[src/hdl/ctrl_pkg.sv]
`default_nettype none

package ctrl_pkg;

    // Result write port of the datapath.
    localparam int DATA_WIDTH  = 16;
    localparam int WADDR_WIDTH = 10;

    typedef logic [DATA_WIDTH-1:0]  word_t;
    typedef logic [WADDR_WIDTH-1:0] waddr_t;

    // Instruction memory, one word per PC value.
    localparam int PC_WIDTH    = 8;
    localparam int I_DEPTH     = 2 ** PC_WIDTH;
    localparam int INSTR_WIDTH = 16;

    typedef logic [PC_WIDTH-1:0]    pc_t;
    typedef logic [INSTR_WIDTH-1:0] instr_t;

    localparam int THREAD_COUNT = 4;
    localparam int THREAD_WIDTH = 2;

    typedef logic [THREAD_WIDTH-1:0] thread_t;

    // Folded branch entries.
    localparam int BRANCH_COUNT     = 4;
    localparam int BRANCH_IDX_WIDTH = 2;
    localparam int BRANCH_STRIDE    = 4;    // Address slots per entry.

    typedef logic [BRANCH_IDX_WIDTH-1:0] branch_idx_t;

    // Address map of the result write port.
    localparam waddr_t I_WRITE_BASE      = 10'h100;
    localparam waddr_t BRANCH_WRITE_BASE = 10'h200;

    typedef enum logic [1:0] {
        FIELD_ORIGIN = 2'd0,
        FIELD_DEST   = 2'd1,
        FIELD_COND   = 2'd2
    } field_e;

    // Tested on the result word of the current cycle.
    typedef enum logic [1:0] {
        COND_NEVER   = 2'd0,
        COND_ALWAYS  = 2'd1,
        COND_ZERO    = 2'd2,
        COND_NONZERO = 2'd3
    } cond_e;

    // Pipeline depths.
    localparam int I_TAP_DEPTH   = 2;
    localparam int READY_DEPTH   = 1;
    localparam int FETCH_LATENCY = I_TAP_DEPTH + 1;    // RAM read register plus taps.

endpackage

`default_nettype wire

[src/hdl/delay_pipe.sv]
`timescale 1ns/1ps
`default_nettype none

module delay_pipe #(
    parameter type      payload_t   = logic,
    parameter int       DEPTH       = 1,
    parameter payload_t RESET_VALUE = payload_t'(0)
) (
    input  wire           clock,
    input  wire           rst,
    input  wire payload_t in,
    output payload_t      out
);

    payload_t stages [DEPTH];    // stages[0] takes the input.

    always_ff @(posedge clock) begin
        if (rst) begin
            for (int i = 0; i < DEPTH; i++) begin
                stages[i] <= RESET_VALUE;
            end
        end else begin
            stages[0] <= in;
            for (int i = 1; i < DEPTH; i++) begin
                stages[i] <= stages[i-1];
            end
        end
    end

    assign out = stages[DEPTH-1];

    // A zero-depth pipe would leave out undriven.
    a_depth_min: assert property (@(posedge clock) DEPTH >= 1);

endmodule

`default_nettype wire

[src/hdl/instr_mem.sv]
`timescale 1ns/1ps
`default_nettype none

module instr_mem (
    input  wire                   clock,
    input  wire                   rst,
    input  wire                   write_en,
    input  wire ctrl_pkg::waddr_t write_addr,
    input  wire ctrl_pkg::word_t  write_data,
    input  wire ctrl_pkg::pc_t    pc,
    output ctrl_pkg::instr_t      instr
);

    import ctrl_pkg::*;

    instr_t mem [I_DEPTH];
    instr_t read_word;    // Registered RAM output.
    logic   i_wren;

    // Upper address bits select the instruction window, low bits the word.
    assign i_wren = write_en &&
        (write_addr[WADDR_WIDTH-1:PC_WIDTH] == I_WRITE_BASE[WADDR_WIDTH-1:PC_WIDTH]);

    always_ff @(posedge clock) begin
        if (i_wren) begin
            mem[write_addr[PC_WIDTH-1:0]] <= instr_t'(write_data);
        end
    end

    // Read port, old data on a same-address write.
    always_ff @(posedge clock) begin
        if (rst) begin
            read_word <= '0;    // Keeps instr at zero until the first real fetch.
        end else begin
            read_word <= mem[pc];
        end
    end

    // Tap stages sit directly after the RAM so they can retime into it.
    // Nothing may tap the word before them.
    delay_pipe #(
        .payload_t   (instr_t),
        .DEPTH       (I_TAP_DEPTH),
        .RESET_VALUE (instr_t'(0))
    ) i_tap_pipe (
        .clock (clock),
        .rst   (rst),
        .in    (read_word),
        .out   (instr)
    );

endmodule

`default_nettype wire

[src/hdl/branch_config.sv]
`timescale 1ns/1ps
`default_nettype none

module branch_config (
    input  wire                   clock,
    input  wire                   rst,
    input  wire                   write_en,
    input  wire ctrl_pkg::waddr_t write_addr,
    input  wire ctrl_pkg::word_t  write_data,
    output logic [ctrl_pkg::BRANCH_COUNT-1:0] cfg_we,
    output ctrl_pkg::field_e      cfg_field,
    output ctrl_pkg::word_t       cfg_value
);

    import ctrl_pkg::*;

    localparam int BRANCH_SPAN = BRANCH_COUNT * BRANCH_STRIDE;

    waddr_t      offset;
    branch_idx_t entry;
    logic [1:0]  field_bits;
    logic        in_window;

    assign offset = write_addr - BRANCH_WRITE_BASE;

    // Addresses below the base wrap to large offsets and fall out here too.
    assign in_window  = (offset < waddr_t'(BRANCH_SPAN));
    assign entry      = offset[BRANCH_IDX_WIDTH+1:2];
    assign field_bits = offset[1:0];

    always_comb begin
        cfg_we = '0;
        if (write_en && in_window && (field_bits != 2'd3)) begin    // Slot 3 is unused.
            cfg_we[entry] = 1'b1;
        end
    end

    assign cfg_field = field_e'(field_bits);
    assign cfg_value = write_data;    // Every entry sees the same value.

    // At most one entry may take a given write.
    a_we_onehot: assert property (
        @(posedge clock) disable iff (rst)
        $onehot0(cfg_we)
    );

endmodule

`default_nettype wire

[src/hdl/branch_unit.sv]
`timescale 1ns/1ps
`default_nettype none

module branch_unit (
    input  wire                   clock,
    input  wire                   rst,
    input  wire                   cfg_we,
    input  wire ctrl_pkg::field_e cfg_field,
    input  wire ctrl_pkg::word_t  cfg_value,
    input  wire ctrl_pkg::pc_t    pc,
    input  wire ctrl_pkg::word_t  result,
    output logic                  match,
    output ctrl_pkg::pc_t         dest
);

    import ctrl_pkg::*;

    pc_t   origin;
    pc_t   destination;
    cond_e condition;
    logic  cond_ok;

    always_ff @(posedge clock) begin
        if (cfg_we && (cfg_field == FIELD_ORIGIN)) begin
            origin <= pc_t'(cfg_value);
        end
        if (cfg_we && (cfg_field == FIELD_DEST)) begin
            destination <= pc_t'(cfg_value);
        end
    end

    // The entry comes out of reset idle.
    always_ff @(posedge clock) begin
        if (rst) begin
            condition <= COND_NEVER;
        end else if (cfg_we && (cfg_field == FIELD_COND)) begin
            condition <= cond_e'(cfg_value[1:0]);
        end
    end

    always_comb begin
        case (condition)
            COND_ALWAYS:  cond_ok = 1'b1;
            COND_ZERO:    cond_ok = (result == '0);
            COND_NONZERO: cond_ok = (result != '0);
            default:      cond_ok = 1'b0;    // COND_NEVER.
        endcase
    end

    assign match = (pc == origin) && cond_ok;
    assign dest  = destination;

endmodule

`default_nettype wire

[src/hdl/branch_select.sv]
`timescale 1ns/1ps
`default_nettype none

module branch_select (
    input  wire [ctrl_pkg::BRANCH_COUNT-1:0] match,
    input  wire ctrl_pkg::pc_t               dest [ctrl_pkg::BRANCH_COUNT],
    output logic                             jump,
    output ctrl_pkg::pc_t                    jump_dest
);

    import ctrl_pkg::*;

    assign jump = |match;

    // Scan from the top down so the lowest matching index is left standing.
    always_comb begin
        jump_dest = '0;
        for (int i = BRANCH_COUNT - 1; i >= 0; i--) begin
            if (match[i]) begin
                jump_dest = dest[i];
            end
        end
    end

endmodule

`default_nettype wire

[src/hdl/pc_controller.sv]
`timescale 1ns/1ps
`default_nettype none

module pc_controller (
    input  wire                clock,
    input  wire                rst,
    input  wire                jump,
    input  wire ctrl_pkg::pc_t jump_dest,
    input  wire                ready,
    output ctrl_pkg::pc_t      pc,
    output ctrl_pkg::thread_t  thread
);

    import ctrl_pkg::*;

    pc_t     pc_mem [THREAD_COUNT];    // Stored PC of each thread.
    thread_t thread_next;
    pc_t     pc_next;

    assign thread_next = thread_t'(thread + 1'b1);    // Wraps at THREAD_COUNT.

    // Hold wins over a taken branch, a branch over fall-through.
    always_comb begin
        if (!ready) begin
            pc_next = pc;
        end else if (jump) begin
            pc_next = jump_dest;
        end else begin
            pc_next = pc_t'(pc + 1'b1);
        end
    end

    always_ff @(posedge clock) begin
        if (rst) begin
            thread <= '0;
            pc     <= '0;
            for (int i = 0; i < THREAD_COUNT; i++) begin
                pc_mem[i] <= '0;
            end
        end else begin
            pc_mem[thread] <= pc_next;
            thread         <= thread_next;
            pc             <= pc_mem[thread_next];    // Next thread was last written 3 turns ago.
        end
    end

    // Strict round-robin once out of reset.
    a_thread_step: assert property (
        @(posedge clock) disable iff (rst)
        !$past(rst) |-> (thread == thread_t'($past(thread) + 1'b1))
    );

endmodule

`default_nettype wire

[src/hdl/control_path.sv]
`timescale 1ns/1ps
`default_nettype none

module control_path (
    input  wire                   clock,
    input  wire                   rst,
    input  wire                   write_en,
    input  wire ctrl_pkg::waddr_t write_addr,
    input  wire ctrl_pkg::word_t  write_data,
    input  wire                   io_ready,
    output ctrl_pkg::pc_t         pc,
    output ctrl_pkg::thread_t     thread,
    output ctrl_pkg::instr_t      instr
);

    import ctrl_pkg::*;

    wire [BRANCH_COUNT-1:0] cfg_we;
    wire field_e            cfg_field;
    wire word_t             cfg_value;
    wire [BRANCH_COUNT-1:0] branch_match;
    wire pc_t               branch_dest [BRANCH_COUNT];
    wire                    jump;
    wire pc_t               jump_dest;
    wire                    ready_ctrl;

    instr_mem i_mem (
        .clock      (clock),
        .rst        (rst),
        .write_en   (write_en),
        .write_addr (write_addr),
        .write_data (write_data),
        .pc         (pc),
        .instr      (instr)
    );

    branch_config b_cfg (
        .clock      (clock),
        .rst        (rst),
        .write_en   (write_en),
        .write_addr (write_addr),
        .write_data (write_data),
        .cfg_we     (cfg_we),
        .cfg_field  (cfg_field),
        .cfg_value  (cfg_value)
    );

    // The condition sees the result being written this cycle.
    for (genvar i = 0; i < BRANCH_COUNT; i++) begin : g_branch
        branch_unit b_unit (
            .clock     (clock),
            .rst       (rst),
            .cfg_we    (cfg_we[i]),
            .cfg_field (cfg_field),
            .cfg_value (cfg_value),
            .pc        (pc),
            .result    (write_data),
            .match     (branch_match[i]),
            .dest      (branch_dest[i])
        );
    end

    branch_select b_sel (
        .match     (branch_match),
        .dest      (branch_dest),
        .jump      (jump),
        .jump_dest (jump_dest)
    );

    // Lines io_ready up with the operand reads.
    delay_pipe #(
        .payload_t   (logic),
        .DEPTH       (READY_DEPTH),
        .RESET_VALUE (1'b1)
    ) ready_pipe (
        .clock (clock),
        .rst   (rst),
        .in    (io_ready),
        .out   (ready_ctrl)
    );

    pc_controller ctrl (
        .clock     (clock),
        .rst       (rst),
        .jump      (jump),
        .jump_dest (jump_dest),
        .ready     (ready_ctrl),
        .pc        (pc),
        .thread    (thread)
    );

endmodule

`default_nettype wire

[config.mk]
export PLATFORM = sky130hd
export DESIGN_NAME = control_path
export DESIGN_NICKNAME = d
export VERILOG_FILES = /design/src/hdl/ctrl_pkg.sv /design/src/hdl/delay_pipe.sv /design/src/hdl/instr_mem.sv /design/src/hdl/branch_config.sv /design/src/hdl/branch_unit.sv /design/src/hdl/branch_select.sv /design/src/hdl/pc_controller.sv /design/src/hdl/control_path.sv
export SDC_FILE = /design/constraint.sdc
export NUM_CORES = 2
export LEC_CHECK = 0
export BUFFER_PORTS_ARGS = -buffer_cell sky130_fd_sc_hd__buf_4
export CAP_MARGIN = 20
export CORE_ASPECT_RATIO = 1.25
export CORE_MARGIN = 4
export CORE_UTILIZATION = 50
export CTS_BUF_LIST = sky130_fd_sc_hd__clkbuf_4 sky130_fd_sc_hd__clkbuf_8 sky130_fd_sc_hd__clkbuf_16
export DETAILED_ROUTE_END_ITERATION = 8
export HOLD_SLACK_MARGIN = 0.03
export PLACE_DENSITY = 0.67
export SLEW_MARGIN = 20
export SYNTH_ARGS = -nofsm -noshare
export SYNTH_HDL_FRONTEND = slang
export SYNTH_MEMORY_MAX_BITS = 65536
export SYNTH_SLANG_ARGS = --single-unit
[constraint.sdc]
create_clock -name clock -period 4.8 [get_ports clock]
set_clock_uncertainty 0.1 [all_clocks]
set_input_delay 0.48 -clock clock [delete_from_list [all_inputs] [get_ports clock]]
set_output_delay 0.48 -clock clock [all_outputs]
set_load 0.05 [all_outputs]
* Word-level counts from Yosys, hierarchy flattened
Memories as Yosys holds them, arrays and structs flattened. A register that Yosys moved wholly into a read port is not among the register bits. Index checks and enable logic that the tools add are counted.
Storage, ports and cells: register bits after elaboration 74, bits in writable memories 4161, bits of input ports 30, output and inout bits 26, word-level logic and storage cells 96, memories kept 4
Operators by class: add/subtract/negate cells 3, magnitude comparators 3, equality and inequality tests 20, mux-type cells 25, bitwise operators 2, reduce and logical (&&, ||, !) cells 26
Memory list:
- i_mem.mem | words 256, bits a word 16, rd ports 1, clocked after memory_dff 1, wr ports 1, line instr_mem.sv:16 | instr_t mem [I_DEPTH];
- ctrl.pc_mem | words 4, bits a word 8, rd ports 1, clocked after memory_dff 1, wr ports 4, line pc_controller.sv:16 | pc_t pc_mem [THREAD_COUNT];
- i_mem.i_tap_pipe.stages | words 2, bits a word 16, rd ports 2, clocked after memory_dff 0, wr ports 2, line delay_pipe.sv:15 | payload_t stages [DEPTH];
- ready_pipe.stages | words 1, bits a word 1, rd ports 1, clocked after memory_dff 0, wr ports 1, line delay_pipe.sv:15
Operators with widths (count):
- 8-bit two-way mux | 7
- 8-bit == test | 4
- 16-bit two-way mux | 2
- 1-bit logical AND | 20
- 2-bit == test, second input constant | 9
- 16-bit logical NOT | 1
- 16-bit nonzero test | 1
- 2-bit by 1-bit == test with 1-bit output, second input constant | 6
- 1-bit case mux with 3 select lines | 4
- 10-bit by 5-bit < comparator with 1-bit output, second input constant | 1
- 10-bit subtractor, second input constant | 1
- 1-bit two-way mux | 9
- 8-bit by 1-bit adder with 8-bit output, second input constant | 1
- 8-bit OR reduction | 1
- 4-bit two-way mux | 1
- 4-bit OR reduction | 1
- 2-bit by 3-bit < comparator with 1-bit output, second input constant | 1
- 2-bit by 1-bit adder with 2-bit output, second input constant | 1
- 1-bit demux with 2-bit select | 1
- 2-bit by 1-bit >= comparator with 1-bit output, second input constant | 1
- 2-bit logical NOT | 1
- 2-bit two-way mux | 1
- 2-bit inequality test, second input constant | 1
- 1-bit OR | 2
- 1-bit OR reduction | 1

* Longest topological paths before layout
word-level depth 10, mapped depth 14, mapped depth without buffers 8

* Modules after synthesis
Synthesis repeated with hierarchy kept, for this count alone.
Unflattened totals: cell total of the unflattened synthesis 7911, area total of the unflattened synthesis 165426.2 um^2
Modules (own cells, without submodules):
- instr_mem | instances 1, cells each 7432, area an instance 159135.1 um^2, seq. area each 123318.3 um^2
- branch_unit | instances 4, cells each 44, area an instance 713.2 um^2, seq. area each 520.5 um^2
- pc_controller | instances 1, cells each 157, area an instance 1984.4 um^2, seq. area each 1161.1 um^2
- delay_pipe at i_mem.i_tap_pipe | instances 1, cells each 83, area an instance 983.4 um^2, seq. area each 640.6 um^2
- branch_select | instances 1, cells each 35, area an instance 227.7 um^2, seq. area each 0.0 um^2
- branch_config | instances 1, cells each 26, area an instance 216.5 um^2, seq. area each 0.0 um^2
- delay_pipe at ready_pipe | instances 1, cells each 2, area an instance 26.3 um^2, seq. area each 20.0 um^2

* Worst setup path after synthesis
OpenSTA, ideal clock, no wires.
kind flip-flop to flip-flop, from reg ctrl.pc[0], read port of ctrl.pc_mem, to reg i_mem.read_word[10], read port of i_mem.mem, library setup time 0.128 ns, arrival time 2.954 ns, data required time 4.572 ns, path slack 1.618 ns, cell stages (with the launch flop) 11, buffers on the path 4, clock period less this slack 3.182 ns, cells stage by stage dfxtp_1 -> buf_4 -> buf_6 -> buf_2 -> buf_4 -> mux4_2 -> mux4_2 -> mux2i_1 -> nor2_1 -> nor3_1 -> o32ai_1
RTL lines:
- from (decl) | line pc_controller.sv:10 | output ctrl_pkg::pc_t pc,
- to (decl) | line instr_mem.sv:17 | instr_t read_word;

==> out/results.tsv <==
stage	metric	value	unit
outcome	status	finished clean	
global_routing	met2_usage	41.7	%
global_routing	overflow	0	
critical_path	critical_path.max_fanout	30	
clocking	insertion_delay	0.95	ns
timing	min_period	4.61	ns
yosys	synth_top_cell_by_area	edfxtp_1	
finish	multi_input_area	34100	µm²
floorplanning	die_w	520	µm
clocking	clock_sinks	4259	
critical_path	r2r_end	i_mem.read_word[9]	
yosys	synth_fp_nets	7758	
clocking	clockBufferDepth	4	
job	drv_cap	0	
placed_design	hpwl	263000	µm
route	routedWlPerCell	33.1	µm
yosys	synth_area_per_cell	21.2	µm²
route	firstDrtPassIters	6	
yosys	syn_area	164000	µm²
power_and_ir_drop	vdd_ir_drop_max	0.319	mV
clocking	cts_resized	0	
placed_design	routabilityCongestion	0.855	
route	drt-total-wl	433000	µm
yosys	synth_top_cell_area_share	76.9	%
global_routing	grt_antenna_before_repair	23	
floorplanning	rows	234	
route	viasPerCell	6.37	
floorplanning	die_height	648	µm
yosys	synth_edf_count	4192	
global_routing	use_met3	4.61	%
critical_path	crit_required	5.55	ns
global_routing	top_usage_layer	met2	
route	remaining_drc_errors	0	
global_routing	grt_pass1_vias	83200	
min_path	whs_path_depth	2	
critical_path	r2r_slack	0.19	ns
finish	drive_gt1_share	25.5	%
timing	setup_viol	0	
yosys	synth-seq-cells	4259	
finish	fin_nets	8372	
critical_path	start_kind	register	
global_routing	grt.total_usage	25.5	%
timing	rsz0062_at_grt	false	
min_path	hp-start	write_data[12]	
critical_path	critical_path_class	register to register	
timing	layout_setup_ws	0.187	ns
route	drtIter0Drc	11500	
yosys	synthArstFlopShare	0	%
timing	fmax	217	MHz
clocking	root_buffer	clkbuf_16	
min_path	hold_path.class	primary input to register	
global_routing	grt_use_met1	33.8	%
critical_path	r2r-start	ctrl.pc[1]	
placed_design	pre_cts_slack	0.211	ns
clocking	cts_buffers	402	
floorplanning	boundaryPins	56	
power_and_ir_drop	cellPowerDensity	427	nW/µm²
timing	slew_headroom	14.2	%
clocking	htreeDepth	5	
route	vias	83100	
floorplanning	start_util	50.3	%
route	postRouteAntennaNets	0	
timing	tightest_slew	1.28	ns
clocking	path_clk_slew	0.06	ns
min_path	whs_endpoint	i_mem.mem[220][12]	
floorplanning	core	326000	µm²
critical_path	reg2reg_depth	8	
power_and_ir_drop	p_leak	0.0575	µW
floorplanning	die-area	337000	µm²
critical_path	crit_path_end_kind	register	
global_routing	grt_max_degree	201	
yosys	synthTopCellsByArea	edfxtp_1 77%, mux4_2 11%, mux2i_1 3.3%, o221ai_1 1.4%, nor2_1 0.86%	
clocking	cts_tree	done	
yosys	ys_types	64	
placed_design	port_buffers	55	
yosys	seq_area_frac_synth	77.7	%
timing	tns	0	ns
yosys	synth_cells	7727	
global_routing	grt_pass1_wl	618000	µm
finish	fillers	23500	
critical_path	arrival	5.36	ns
yosys	ys.flop_type	edfxtp_1	
timing	finalHoldViolCount	0	
timing	slew_violations	0	
finish	seqCellArea	127000	µm²
yosys	ys_warn_count	0	
finish	syn2layout_area_growth	13.9	%
timing	finalCritPeriodShare	96.1	%
## per-stage QoR
stage / hold slack (ns) / util (%) / total power (µW) / area, µm² / instances
after floorplan: 0.314 / - / 45300 / 164000 / 7727
after global placement: 0.336 / 53.0 / 48000 / 173000 / 12300
after detailed placement: 0.335 / 53.0 / 48100 / 173000 / 12300
after CTS: 0.0306 / 57.2 / 80100 / 186000 / 13000
after global routing: 0.0474 / 57.2 / 81900 / 186000 / 13000
final: 0.0729 / 57.2 / 79700 / 186000 / 13100
## synthesized netlist by cell type (13+ instances only)
master and count:
a21oi_1 144, nor2b_1 64, o22ai_1 139, o21ai_0 24, a221oi_1 31, a22oi_1 92
or3_1 13, nor4_1 22, nor3_1 90, xnor2_1 14, edfxtp_1 4192, buf_1 35
a211oi_1 52, o221ai_1 260, buf_4 115, buf_6 22, a22o_1 17, xor2_1 24
nor2_1 374, mux2i_1 547, o31ai_1 18, mux4_2 826, clkbuf_1 230, nand3_1 59
nand2_1 71, dfxtp_1 67, buf_2 75
## critical path, stage by stage, from the launching register on
cell	delay (ns)
dfxtp_4	0.91
nand2_4	0.64
buf_4	0.40
buf_4	0.20
o221ai_1	0.28
o22ai_1	0.15
o21ai_0	0.90
a31oi_1	0.49
o32ai_1	0.41
## layout by cell type (no fill, tap or decap), drive strengths merged, types with 59 or more instances in the layout
cell type | Yosys | layout
mux2i | 547 | 547
clkinv | 0 | 162
buf | 247 | 670
nand3 | 59 | 59
o22ai | 139 | 139
nor2 | 374 | 374
a21oi | 146 | 146
o221ai | 260 | 260
nor2b | 64 | 64
nand2 | 71 | 71
dfxtp | 67 | 67
nor3 | 90 | 90
edfxtp | 4192 | 4192
clkbuf | 231 | 496
a22oi | 92 | 92
mux4 | 826 | 826
## worst max-delay path by stage
stage,startpoint,to,slack [ns],depth (start not counted)
after detailed placement,write_data[2],ctrl.pc_mem[2][3],0.21,9
final,ctrl.pc[1],i_mem.read_word[9],0.19,8
after floorplan,ctrl.pc[0],i_mem.read_word[10],1.62,10
after global routing,ctrl.pc[1],i_mem.read_word[9],0.33,8
after CTS,ctrl.pc[1],i_mem.read_word[9],0.38,8
after global placement,write_data[2],ctrl.pc_mem[2][7],0.18,10
## report_power, final
| group | leakage [µW] | internal [µW] | switching, µW | total, µW |
|---|---|---|---|---|
| combinational | 0.0125 | 2320 | 3930 | 6260 |
| clock | 0.00667 | 18700 | 13600 | 32400 |
| sequential | 0.0383 | 40900 | 129 | 41100 |
## area by class of cell
type	instances	area share (%)
antenna	19	0.0255
clock buffer	496	5.87
clock inverter	238	1.36
inverter	6	0.0175
multi-input combinational	2984	18.3
sequential	4259	68.3
tap	4366	2.93
timing repair buffer	688	3.25
## timing repair
action,4_1_cts,5_1_grt
buffers inserted,0,0
endpoints found under the hold margin,346,0
hold buffers,18,0
## per-layer routing
layer  vias to the layer above  routed length [µm]
met2                      4560              212000
met5                         -                  32
met1                     43800              157000
li1                      33800                   -
met3                       858               40900
met4                         6               22700
## sequential cells by signal (all words and copies together) (netlist names)
register	flops
ctrl.pc	8
ready_pipe.stages	1
g_branch.b_unit.origin	32
i_mem.mem	4096
i_mem.read_word	16
g_branch.b_unit.dest	32
ctrl.pc_mem	32
g_branch.b_unit.condition	8
ctrl.thread	2
i_mem.i_tap_pipe.stages	32
## logic make-up after synthesis
logic type	count (synthesis)	share of synthesized area, %
compound gates	839	3.76
flops	4259	77.7
fa+ha+maj	1	0.00764
buf+inv	484	1.53
simple gates	731	2.02
mux	1375	14.7
xor+xnor	38	0.203
No activity file was read; power rests on OpenSTA's default activity.
